==> config.mk <==
export PLATFORM = sky130hd
export DESIGN_NAME = dcache_ctrl
export DESIGN_NICKNAME = d
export VERILOG_FILES = /design/src/design/dcache_pkg.sv /design/src/design/dcache_ctrl.sv
export SDC_FILE = /design/constraint.sdc
export NUM_CORES = 1
export LEC_CHECK = 0
export BUFFER_PORTS_ARGS = -buffer_cell sky130_fd_sc_hd__buf_2
export CAP_MARGIN = 25
export CORE_AREA = 2 2 311 313
export CTS_CLUSTER_DIAMETER = 60
export DETAILED_ROUTE_END_ITERATION = 16
export DIE_AREA = 0 0 313 315
export PLACE_DENSITY = 0.46
export REMOVE_ABC_BUFFERS = 1
export SLEW_MARGIN = 25
export SYNTH_ARGS = -nofsm -noshare
export SYNTH_HDL_FRONTEND = slang
export SYNTH_SLANG_ARGS = --single-unit
export TNS_END_PERCENT = 20
==> constraint.sdc <==
create_clock -name clk -period 10.7 [get_ports clk]
set_input_delay 2.14 -clock clk [delete_from_list [all_inputs] [get_ports clk]]
set_output_delay 2.14 -clock clk [all_outputs]
set_load 0.05 [all_outputs]
==> src/design/dcache_pkg.sv <==
// shared widths, data types and controller states for the data cache; referenced by scoped name
package dcache_pkg;

    // byte offset bits inside a 16-byte line
    localparam int OFFSET_W = 4;

    // core byte address
    typedef logic [31:0] addr_t;

    // core load/store word
    typedef logic [63:0] word_t;

    // one enable per byte of a word
    typedef logic [7:0] wmask_t;

    // one cache line, also one memory burst
    typedef logic [127:0] line_t;

    // one enable per byte of a line
    typedef logic [15:0] line_mask_t;

    // controller states
    typedef enum logic [2:0] {
        IDLE,
        LOOKUP,
        REFILL,
        WRITEBACK,
        HIT_READ,
        HIT_WRITE,
        FLUSH_CHECK,
        FLUSH_WRITE
    } ctrl_state_t;

endpackage

==> src/design/dcache_ctrl.sv <==
// data cache controller: tag lookup, refill, victim write-back, hit read/write and flush walk
`timescale 1ns/100ps

module dcache_ctrl #(
    parameter int INDEX_W = 6,
    localparam int TAG_W = $bits(dcache_pkg::addr_t) - INDEX_W - dcache_pkg::OFFSET_W
) (
    input  logic                   clk,
    input  logic                   rst,
    // core side
    input  logic                   req_valid_i,
    input  logic                   req_write_i,
    input  dcache_pkg::addr_t      req_addr_i,
    input  dcache_pkg::word_t      req_wdata_i,
    input  dcache_pkg::wmask_t     req_wmask_i,
    input  logic                   flush_i,
    output logic                   resp_ready_o,
    output dcache_pkg::word_t      resp_rdata_o,
    output logic                   flush_done_o,
    output logic                   idle_o,
    // memory side
    output logic                   mem_valid_o,
    output logic                   mem_write_o,
    output dcache_pkg::addr_t      mem_addr_o,
    output dcache_pkg::line_t      mem_wdata_o,
    input  dcache_pkg::line_t      mem_rdata_i,
    input  logic                   mem_ready_i,
    // tag store
    output logic [INDEX_W-1:0]     tag_index_o,
    input  logic                   tag_valid_i,
    input  logic                   tag_dirty_i,
    input  logic [TAG_W-1:0]       tag_tag_i,
    output logic                   tag_upd_o,
    output logic [INDEX_W-1:0]     tag_upd_index_o,
    output logic [TAG_W-1:0]       tag_upd_tag_o,
    output logic                   tag_set_valid_o,
    output logic                   tag_set_dirty_o,
    output logic                   tag_clear_dirty_o,
    // line store
    output logic [INDEX_W-1:0]     ram_addr_o,
    output dcache_pkg::line_mask_t ram_wmask_o,
    output dcache_pkg::line_t      ram_wdata_o,
    input  dcache_pkg::line_t      ram_rdata_i
);

    localparam int OFFSET_W = dcache_pkg::OFFSET_W;
    localparam int WORD_W   = $bits(dcache_pkg::word_t);

    typedef logic [INDEX_W-1:0] index_t;
    typedef logic [TAG_W-1:0] tag_t;

    dcache_pkg::ctrl_state_t state_q;
    dcache_pkg::ctrl_state_t state_d;

    // request held for the whole transaction
    dcache_pkg::addr_t  req_addr_q;
    logic               req_write_q;
    dcache_pkg::word_t  req_wdata_q;
    dcache_pkg::wmask_t req_wmask_q;

    index_t flush_idx_q;
    index_t req_index;
    index_t cur_index;
    tag_t   req_tag;

    logic in_flush;
    logic hit;
    logic line_dirty;
    logic flush_line_done;
    logic flush_last;
    logic refill_done;
    logic flush_wb_done;
    logic issue;
    logic upper_half;

    assign req_index  = req_addr_q[OFFSET_W +: INDEX_W];
    assign req_tag    = req_addr_q[OFFSET_W + INDEX_W +: TAG_W];
    assign upper_half = req_addr_q[OFFSET_W-1]; // which word of the line

    assign in_flush  = (state_q == dcache_pkg::FLUSH_CHECK) ||
                       (state_q == dcache_pkg::FLUSH_WRITE);
    assign cur_index = in_flush ? flush_idx_q : req_index;

    assign hit        = tag_valid_i && (tag_tag_i == req_tag);
    assign line_dirty = tag_valid_i && tag_dirty_i;

    assign flush_line_done = !line_dirty || mem_ready_i;
    assign flush_last      = &flush_idx_q;

    assign refill_done   = (state_q == dcache_pkg::REFILL) && mem_ready_i;
    assign flush_wb_done = (state_q == dcache_pkg::FLUSH_WRITE) && line_dirty && mem_ready_i;

    // start a memory transfer once per visit; valid stays up until ready
    assign issue = !mem_valid_o &&
                   ((state_q == dcache_pkg::WRITEBACK) ||
                    (state_q == dcache_pkg::REFILL) ||
                    ((state_q == dcache_pkg::FLUSH_WRITE) && line_dirty));

    assign idle_o = (state_q == dcache_pkg::IDLE);

    always_comb begin
        state_d = state_q;
        unique case (state_q)
            dcache_pkg::IDLE: begin
                if (flush_i) begin
                    state_d = dcache_pkg::FLUSH_CHECK; // flush wins over a request
                end else if (req_valid_i) begin
                    state_d = dcache_pkg::LOOKUP;
                end
            end
            dcache_pkg::LOOKUP: begin
                if (hit) begin
                    state_d = dcache_pkg::HIT_READ;
                end else if (line_dirty) begin
                    state_d = dcache_pkg::WRITEBACK;
                end else begin
                    state_d = dcache_pkg::REFILL;
                end
            end
            dcache_pkg::WRITEBACK: begin
                if (mem_ready_i) begin
                    state_d = dcache_pkg::REFILL;
                end
            end
            dcache_pkg::REFILL: begin
                if (mem_ready_i) begin
                    state_d = dcache_pkg::LOOKUP; // retry, now a hit
                end
            end
            dcache_pkg::HIT_READ: begin
                state_d = req_write_q ? dcache_pkg::HIT_WRITE : dcache_pkg::IDLE;
            end
            dcache_pkg::HIT_WRITE: begin
                state_d = dcache_pkg::IDLE;
            end
            dcache_pkg::FLUSH_CHECK: begin
                state_d = dcache_pkg::FLUSH_WRITE; // line data arrives here
            end
            dcache_pkg::FLUSH_WRITE: begin
                if (flush_line_done) begin
                    state_d = flush_last ? dcache_pkg::IDLE : dcache_pkg::FLUSH_CHECK;
                end
            end
            default: state_d = dcache_pkg::IDLE;
        endcase
    end

    always_ff @(posedge clk) begin
        if (rst) begin
            state_q      <= dcache_pkg::IDLE;
            resp_ready_o <= 1'b0;
            flush_done_o <= 1'b0;
            flush_idx_q  <= '0;
        end else begin
            state_q <= state_d;
            // reads and writes both answer from HIT_READ
            resp_ready_o <= (state_q == dcache_pkg::HIT_READ);
            flush_done_o <= (state_q == dcache_pkg::FLUSH_WRITE) && flush_line_done && flush_last;
            if (state_q == dcache_pkg::IDLE) begin
                flush_idx_q <= '0;
            end else if ((state_q == dcache_pkg::FLUSH_WRITE) && flush_line_done) begin
                flush_idx_q <= flush_idx_q + index_t'(1);
            end
        end
    end

    always_ff @(posedge clk) begin
        if (state_q == dcache_pkg::IDLE) begin
            req_addr_q  <= req_addr_i;
            req_write_q <= req_write_i;
            req_wdata_q <= req_wdata_i;
            req_wmask_q <= req_wmask_i;
        end
        if (state_q == dcache_pkg::HIT_READ) begin
            resp_rdata_o <= upper_half ? ram_rdata_i[WORD_W +: WORD_W]
                                       : ram_rdata_i[0 +: WORD_W];
        end
    end

    always_ff @(posedge clk) begin
        if (rst) begin
            mem_valid_o <= 1'b0;
        end else if (issue) begin
            mem_valid_o <= 1'b1;
        end else if (mem_ready_i) begin
            mem_valid_o <= 1'b0; // drops the cycle after ready
        end
    end

    // transfer fields frozen at issue
    always_ff @(posedge clk) begin
        if (issue) begin
            mem_write_o <= (state_q != dcache_pkg::REFILL);
            mem_wdata_o <= ram_rdata_i; // victim line, unused on refill
            if (state_q == dcache_pkg::REFILL) begin
                mem_addr_o <= {req_addr_q[$bits(dcache_pkg::addr_t)-1:OFFSET_W],
                               {OFFSET_W{1'b0}}};
            end else begin
                mem_addr_o <= {tag_tag_i, cur_index, {OFFSET_W{1'b0}}};
            end
        end
    end

    assign tag_index_o       = cur_index;
    assign tag_upd_index_o   = cur_index;
    assign tag_upd_tag_o     = req_tag;
    assign tag_upd_o         = refill_done || flush_wb_done ||
                               (state_q == dcache_pkg::HIT_WRITE);
    assign tag_set_valid_o   = refill_done;
    assign tag_set_dirty_o   = (state_q == dcache_pkg::HIT_WRITE);
    assign tag_clear_dirty_o = refill_done || flush_wb_done;

    assign ram_addr_o = cur_index;

    always_comb begin
        ram_wmask_o = '0;
        ram_wdata_o = mem_rdata_i;
        if (refill_done) begin
            ram_wmask_o = '1; // whole burst
        end else if (state_q == dcache_pkg::HIT_WRITE) begin
            ram_wdata_o = {req_wdata_q, req_wdata_q};
            ram_wmask_o = upper_half ? {req_wmask_q, dcache_pkg::wmask_t'(0)}
                                     : {dcache_pkg::wmask_t'(0), req_wmask_q};
        end
    end

    // memory request fields must not move while the memory is still working on them
    mem_hold_a: assert property (@(posedge clk) disable iff (rst)
        mem_valid_o && !mem_ready_i |=> mem_valid_o && $stable(mem_addr_o) &&
                                        $stable(mem_write_o));

    resp_pulse_a: assert property (@(posedge clk) disable iff (rst)
        resp_ready_o |=> !resp_ready_o);

endmodule

==> flow_summary.toml, run 1 <==
[global_routing]
track_usage_pct = 10.5
grt_max_degree = 137
overflow = 0
grt_pass1_wl_um = 73700
grt_pass1_vias = 10485
antenna_found_initial = 18

[clocking]
ctsHoldBuffers = 0
cts_setup_buffers = 0
clk_path_buf_depth = 3
cts_root_buffer = "clkbuf_16"
clock_latency_ns = 0.62
path_clk_slew_ns = 0.05
cts_resized = 0
cts_tree = "done"
clock-sinks = 335
htreeDepth = 2
cts_inserted_buffers = 50

[floorplan]
io-pin-count = 807
core-area_um2 = 95700
start_util_pct = 14.2
die_area_um2 = 98600
row_count = 114
die_y_um = 315
fp.dieW_um = 313

[route]
wire_per_inst_um = 17.8
drc = 0
dr.pass1.iters = 4
vias = 10432
via_per_inst = 3.40
ant_nets = 0
routed_wl_um = 54600
drtIter0Drc = 525

[timing]
finalSetupViolations = 0
fmax_mhz = 172
fin_skew_ns = 0.0320
layout_min_cycle_time_ns = 5.82
rsz0062_at_grt = "no"
drv_slew = 0
worst_slew_pin_slew_ns = 1.15
slew_headroom_pct = 23.5
setup_tns_ns = 0
hold_viol = 0
fin_crit_sh_pct = 54.4

[placed_design]
place_congestion = 0.803
port_buffers = 799
dp_hpwl_um = 42500

[critical_path]
cp-end-kind = "output port"
worst-path-max-fanout = 60
startpoint_type = "flop"
cp.arrival_ns = 3.68
worstPathRequired_ns = 8.56
worstSetupPathType = "reg2out"

[outcome]
outcome = "finished clean"

[finish]
nets = 2137
area_growth_pct = 50.6
multi_input_area_um2 = 3200
layout-drive-gt1-share_pct = 55.9
n_fill_cell = 10446
seqCellArea_um2 = 9940

[logic_synthesis]
seq_area_frac_synth_pct = 73.2
postSynthCellCount = 959
synth_edf_count = 323
yosysUniqueCellTypes = 42
async_flop_share_pct = 0
avgSynthCellArea_um2 = 14.2
synth_area_um2 = 13600
ys_ff_latch = 335
yosys_warnings = 0
synthFlopType = "edfxtp_1"

[power]
swShare_pct = 47.1
fin_total_pwr_mw = 6.89
seqPwrFrac_pct = 33.1
p_comb_share_pct = 43.8
p_leak_nw = 9.02
power_switching_mw = 3.24
peakVddDrop_mv = 0.200
p_per_area_nw_per_um2 = 337
clkPwrFrac_pct = 23.1
power.internal_mw = 3.64

[hold_path]
hold_class = "reg2reg"

[run]
maxCapViolCount = 0
[metal layers]
layer	part of all wire (%)	global-route usage, %	routed length (µm)	up-vias
li1	-	-	-	4938
met1	38	11.7	20900	4894
met2	49	17.9	26900	486
met3	9.6	4.36	5250	100
met4	2.8	3.57	1540	14
met5	0.17	0	92	-
[logic make-up (layout without fill, tap and decap cells)]
family | Yosys count | in the layout | synth area share, %
muxes | 99 | 99 | 8.20
other | 1 | 7 | 0.0276
DFF | 335 | 335 | 73.2
and+or+nand+nor | 388 | 388 | 11.6
adders and majority gates | 1 | 1 | 0.0922
xor gates and xnor gates | 27 | 27 | 1.74
buffers and inverters | 80 | 903 | 3.50
AOI/OAI and AO/OA | 28 | 28 | 1.58
[placed cells by master, fill, tap and decap left out, types with 5 or more instances in the layout]
| cell type | Yosys | layout |
|---|---|---|
| clkbuf_16 | 0 | 51 |
| edfxtp_1 | 323 | 323 |
| buf_4 | 40 | 7 |
| buf_2 | 20 | 799 |
| mux2_2 | 98 | 98 |
| inv_6 | 0 | 6 |
| clkinv_2 | 0 | 7 |
| clkinv_1 | 0 | 7 |
| nand2_1 | 327 | 326 |
| clkinvlp_4 | 0 | 5 |
| nand4_1 | 9 | 9 |
| nand3_1 | 5 | 5 |
| clkbuf_1 | 13 | 6 |
| a21o_1 | 17 | 17 |
| nor2_1 | 23 | 22 |
| xnor2_1 | 23 | 23 |
| dfxtp_1 | 12 | 12 |
[worst max-delay path: stages (launching register included)]
cell     delay [ns]
dfxtp_1        0.46
inv_1          0.18
nor2_1         0.24
nand2_4        0.37
inv_2          0.40
buf_4          0.60
nand2_1        0.36
nand2_1        0.13
buf_2          0.27
[through the flow]
stage	worst slack, ns	cells	hold WS [ns]	area (µm²)	util (%)
2_1_floorplan	0.138	887	0.494	13100	-
3_3_place_gp	5.17	2970	0.531	18800	19.7
5_1_grt	4.48	3063	0.560	20400	21.4
6_report	4.88	3064	0.524	20400	21.4
3_5_place_dp	5.16	2970	0.510	18800	19.7
4_1_cts	4.68	3061	0.525	20400	21.4
[power groups by stage]
stage	Clock, mW	Combinational (mW)	Sequential, mW
6_report	1.59	3.02	2.28
5_1_grt	1.71	3.17	2.33
4_1_cts	1.66	3.08	2.29
3_5_place_dp	0	3.08	2.31
3_3_place_gp	0	3.07	2.30
2_1_floorplan	0	1.16	3.41
[cell type report]
class	instances	share of cell area [%]
flip-flops and latches	335	48.6
repair buffers	807	19.9
multi-input cells	547	15.6
well taps	1276	7.81
clock buffers	57	6.35
clock inverters	34	1.52
inverters	5	0.0918
diodes	3	0.0367
[state kept, by name (all words and copies together) (netlist names)]
| name | flops |
|---|---|
| mem_addr_o | 28 |
| mem_valid_o | 1 |
| mem_write_o | 1 |
| req_addr_q | 29 |
| req_wmask_q | 8 |
| req_write_q | 1 |
| state_q | 3 |
| flush_done_o | 1 |
| resp_ready_o | 1 |
| resp_rdata_o | 64 |
| flush_idx_q | 6 |
| mem_wdata_o | 128 |
| req_wdata_q | 64 |
[Yosys cell counts (2+ instances only)]
cell / count / area share [%]
dfxtp_1: 12 / 1.8
edfxtp_1: 323 / 71
a21oi_1: 3 / 0.11
and3_1: 3 / 0.14
inv_1: 5 / 0.14
buf_1: 2 / 0.055
clkbuf_1: 13 / 0.36
nand2b_1: 4 / 0.18
xor2_1: 4 / 0.26
nand4_1: 9 / 0.41
o21ai_0: 2 / 0.074
mux2_2: 98 / 8.1
buf_2: 20 / 0.74
xnor2_1: 23 / 1.5
nor2_1: 23 / 0.64
buf_4: 40 / 2.2
nand2_1: 327 / 9.0
or2_2: 3 / 0.14
nand3_1: 5 / 0.18
nor3_1: 2 / 0.074
a21o_1: 17 / 0.94
[worst paths after layout]
path	slack (ns)	endpoint	depth (start not counted)	startpoint
hold reg to reg	0.52	mem_valid_o	2	mem_valid_o
setup / recovery	4.88	ram_wdata_o[50]	8	state_q[0]
setup reg to reg	7.84	req_wdata_q[55]	4	state_q[2]
hold / removal	0.52	mem_valid_o	2	mem_valid_o
(Power assumes the default switching activity.)
==> inputs of run 2 (changes only) <==
PLACE_DENSITY = 0.45   (was 0.46)
clock period = 5.5 ns   (was 10.7 ns; I/O delays follow)
==> flow_summary.toml, run 2 (synthesis gave the netlist of run 1 again) <==
[route]
vias = 10590
drc = 0
ant_nets = 0
wire_per_inst_um = 18.3
dr.pass1.iters = 5
drtIter0Drc = 579
via_per_inst = 3.45
routed_wl_um = 56200

[finish]
finalInstanceArea_um2 = 20600
mostFrequentLayoutCell = "buf_2"
final_util_pct = 21.5
area_growth_pct = 51.8
nets = 2144
layout-drive-gt1-share_pct = 56.2
layout_common_cells = "buf_2 (799), nand2_1 (326), edfxtp_1 (323)"
top_register = "mem_wdata_o"
final_cells = 3073
largest_reg_flops = 128
reg.largest.list = "mem_wdata_o (128), req_wdata_q (64), resp_rdata_o (64)"

[power]
fin_total_pwr_mw = 13.7
p_leak_nw = 9.12
swShare_pct = 46.9
p_per_area_nw_per_um2 = 664
p_comb_share_pct = 43.2
power.internal_mw = 7.27
clkPwrFrac_pct = 24.2
seqPwrFrac_pct = 32.6
power_switching_mw = 6.42
peakVddDrop_mv = 0.425

[critical_path]
cp.arrival_ns = 3.43
startpoint_type = "flop"
worstSetupPathType = "reg2out"
crit_chain = "nor2_1 > nand2_4 > buf_4 > buf_4 > nand2_1 > nand2_1 > buf_2"
cpPeakStageDelay_ns = 0.66
worst-path-max-fanout = 86
worstPathRequired_ns = 4.40
cp-end-kind = "output port"
slowest_stage = "buf_4"

[outcome]
outcome = "finished clean"

[timing]
fin_skew_ns = 0.0438
hold_slack_ns = 0.504
hold_viol = 0
worst_slew_pin_slew_ns = 0.879
worst_slack_ns = 0.968
fmax_mhz = 221
slew_headroom_pct = 41.4
finalSetupViolations = 0
rsz0062_at_grt = "no"
fin_crit_sh_pct = 82.4
layout_min_cycle_time_ns = 4.53
drv_slew = 0
setup_tns_ns = 0

[floorplan]
die_area_um2 = 98600
start_util_pct = 14.2
fp.dieW_um = 313
io-pin-count = 807
die_y_um = 315
core-area_um2 = 95700
row_count = 114

[clocking]
cts_root_buffer = "clkbuf_16"
cts_inserted_buffers = 50
clock_latency_ns = 0.61
path_clk_slew_ns = 0.05
cts_setup_buffers = 0
clock-sinks = 335
clk_path_buf_depth = 3
ctsHoldBuffers = 0
htreeDepth = 2
cts_resized = 0
cts_tree = "done"

[global_routing]
antenna_found_initial = 17
grt_pass1_vias = 10460
overflow = 0
grt_max_degree = 95
grt_pass1_wl_um = 74700
track_usage_pct = 10.6

[placed_design]
port_buffers = 799
placed_area_um2 = 18900
place_inst = 2977
dp_slack_ns = 1.57
place_congestion = 0.826
dp_hpwl_um = 44400

[hold_path]
hold_class = "reg2reg"

[run]
maxCapViolCount = 0
-- run 2: changes by cell type in the layout (fill, tap and decap cells not counted), sizes merged --
cell	change
clkinvlp	-3
buf	+7
clkbuf	-1
bufinv	+3
inv	+3
-- run 2: final timing paths --
check	endpoint	cells past startpoint	slack, ns	start
worst max-delay path	ram_wdata_o[8]	7	0.97	state_q[1]
worst min-delay path	mem_valid_o	2	0.50	mem_valid_o
worst max register to register	req_wdata_q[59]	4	2.62	state_q[2]
worst min register to register	mem_valid_o	2	0.50	mem_valid_o
-- run 2: layout make-up --
type	instances	area (µm²)
multi-input combinational	547	3200
tap	1276	1600
timing repair buffer	814	4120
clock inverter	37	424
inverter	5	18.8
clock buffer	56	1290
sequential	335	9940
antenna	3	7.51
fill	10369	75100
-- run 2: power by group through the flow --
stage               combinational, mW  sequential, mW  clock, mW
floorplan                        2.05            6.09          0
global placement                 6.03            4.50          0
detailed placement               6.02            4.52          0
CTS                              6.03            4.48       3.44
global route                     6.19            4.56       3.53
finish                           5.91            4.46       3.32
-- run 2: critical path, delay by kind of cell (launching register included) --
family        cells  cell delay [ns]
flops             1             0.61
simple gates      4             0.78
buf+inv           3             1.28
-- run 2: layer usage --
metal | up-vias | part of all wire, % | track usage, %
li1 | 4968 | - | -
met1 | 4995 | 39 | 12.4
met2 | 501 | 49 | 18.2
met3 | 108 | 8.2 | 3.48
met4 | 18 | 2.9 | 3.70
met5 | - | 0.19 | 0
==> inputs of run 3 (changes only) <==
clock period = 4.3 ns   (was 5.5 ns; I/O delays follow)
==> flow_summary.toml, run 3 (synthesis gave the netlist of run 1 again) <==
[outcome]
outcome = "finished clean"

[route]
vias = 10578
wire_per_inst_um = 18.2
dr.pass1.iters = 5
via_per_inst = 3.45
routed_wl_um = 55900
ant_nets = 0
drtIter0Drc = 550
drc = 0

[critical_path]
ff2ff_setup_slack_ns = 1.92
cpPeakStageDelay_ns = 0.50
crit_chain = "buf_4 > nor2_1 > and2_4 > inv_1 > nor2_2 > buf_4 > a21o_1 > buf_2"
r2r_cells = 7
worst-path-max-fanout = 22
worstSetupPathType = "reg2out"
worstPathRequired_ns = 3.44
r2r_start = "state_q[2]"
slowest_stage = "nor2_2"
reg2reg_to = "state_q[1]"
cp_top_family = "simple AND/OR/NAND/NOR gates"
cp-end-kind = "output port"
cpMostUsedCell = "buf_4"
critPathBufInv = 4
startpoint_type = "flop"
cp.arrival_ns = 3.05

[clocking]
cts_resized = 0
path_clk_slew_ns = 0.06
clock_latency_ns = 0.60
cts_tree = "done"
cts_setup_buffers = 0
clock-sinks = 335
ctsHoldBuffers = 0
cts_root_buffer = "clkbuf_16"
htreeDepth = 2
cts_inserted_buffers = 46
clk_path_buf_depth = 3

[floorplan]
die_y_um = 315
start_util_pct = 14.2
io-pin-count = 807
row_count = 114
core-area_um2 = 95700
fp.dieW_um = 313
die_area_um2 = 98600

[timing]
worst_slack_ns = 0.387
hold_viol = 0
drv_slew = 0
fin_skew_ns = 0.0225
hold_slack_ns = 0.434
fin_crit_sh_pct = 91.0
fmax_mhz = 256
layout_min_cycle_time_ns = 3.91
worst_slew_pin_slew_ns = 0.927
rsz0062_at_grt = "no"
finalSetupViolations = 0
slew_headroom_pct = 38.2

[finish]
area_growth_pct = 50.0
final_util_pct = 21.3
nets = 2147
reg.largest.list = "mem_wdata_o (128), req_wdata_q (64), resp_rdata_o (64)"
largest_reg_flops = 128
layout-drive-gt1-share_pct = 55.6
final_cells = 3066
top_register = "mem_wdata_o"
mostFrequentLayoutCell = "buf_2"
layout_common_cells = "buf_2 (799), nand2_1 (326), edfxtp_1 (323)"

[global_routing]
use_met2_pct = 18.0
grtUsageMet3_pct = 3.72
use_met1_pct = 12.5
grt_busiest_layer = "met2"
grt_pass1_vias = 10302
grt_max_degree = 129
grt_pass1_wl_um = 74500
antenna_found_initial = 17
overflow = 0
track_usage_pct = 10.6

[power]
p_per_area_nw_per_um2 = 827
power.internal_mw = 8.80
seqPwrFrac_pct = 33.5
swShare_pct = 47.8
clkPwrFrac_pct = 20.7
p_comb_share_pct = 45.8
power_switching_mw = 8.05
p_leak_nw = 9.00
peakVddDrop_mv = 0.521

[run]
maxCapViolCount = 0

[hold_path]
min_path_cells = 1
min_to = "req_wdata_q[55]"
hold_class = "in2reg"
hold_path.startpoint = "req_wdata_i[55]"

[placed_design]
port_buffers = 799
dp_slack_ns = 0.958
place_inst = 2983
place_congestion = 0.820
dp_hpwl_um = 44200
[run 3: worst max-delay path by stage]
stage / endpoint / cells past startpoint / slack [ns] / from
after floorplan: mem_addr_o[10] / 2 / -4.98 / tag_dirty_i
after global placement: ram_wmask_o[3] / 8 / 0.99 / state_q[2]
after detailed placement: ram_wmask_o[1] / 8 / 0.96 / state_q[2]
after CTS: ram_wmask_o[1] / 8 / 0.29 / state_q[2]
after global routing: ram_wmask_o[0] / 8 / 0.17 / state_q[2]
final: ram_wmask_o[2] / 8 / 0.39 / state_q[2]
[run 3: layer usage]
metal / wire (µm) / share of wire (%) / vias to the layer above
met2: 27500 / 49 / 507
met1: 22000 / 39 / 5006
met4: 1470 / 2.6 / 16
li1: - / - / 4952
met3: 4770 / 8.5 / 97
met5: 103 / 0.18 / -
[run 3: power groups by stage]
| stage | Sequential (mW) | Combinational [mW] | Clock, mW |
|---|---|---|---|
| finish | 5.64 | 7.72 | 3.49 |
| global route | 5.76 | 8.08 | 3.76 |
| CTS | 5.67 | 7.82 | 3.64 |
| detailed placement | 5.71 | 7.82 | 0 |
| global placement | 5.70 | 7.83 | 0 |
| floorplan | 7.08 | 2.41 | 0 |
[run 3: metrics by stage]
stage / setup TNS [ns] / total power, mW / instance area, µm²
3_3_place_gp: 0 / 13.5 / 19000
6_report: 0 / 16.9 / 20400
5_1_grt: 0 / 17.6 / 20400
2_1_floorplan: -1199.89 / 9.48 / 13100
3_5_place_dp: 0 / 13.5 / 19000
4_1_cts: 0 / 17.1 / 20300
[run 3: worst reg2reg max path: stages (launching register included)]
cell and delay [ns]:
dfxtp_1 0.29, buf_4 0.18, nor2_1 0.24, and2_4 0.41
inv_1 0.23, nor2_2 0.50, o311ai_0 0.24, o211a_1 0.18
[run 3: cell type report]
type / count / area (µm²)
timing repair buffer: 821 / 4230
tap: 1276 / 1600
sequential: 335 / 9940
antenna: 3 / 7.51
clock buffer: 56 / 1190
fill: 10493 / 75300
clock inverter: 23 / 183
multi-input combinational: 547 / 3200
inverter: 5 / 18.8
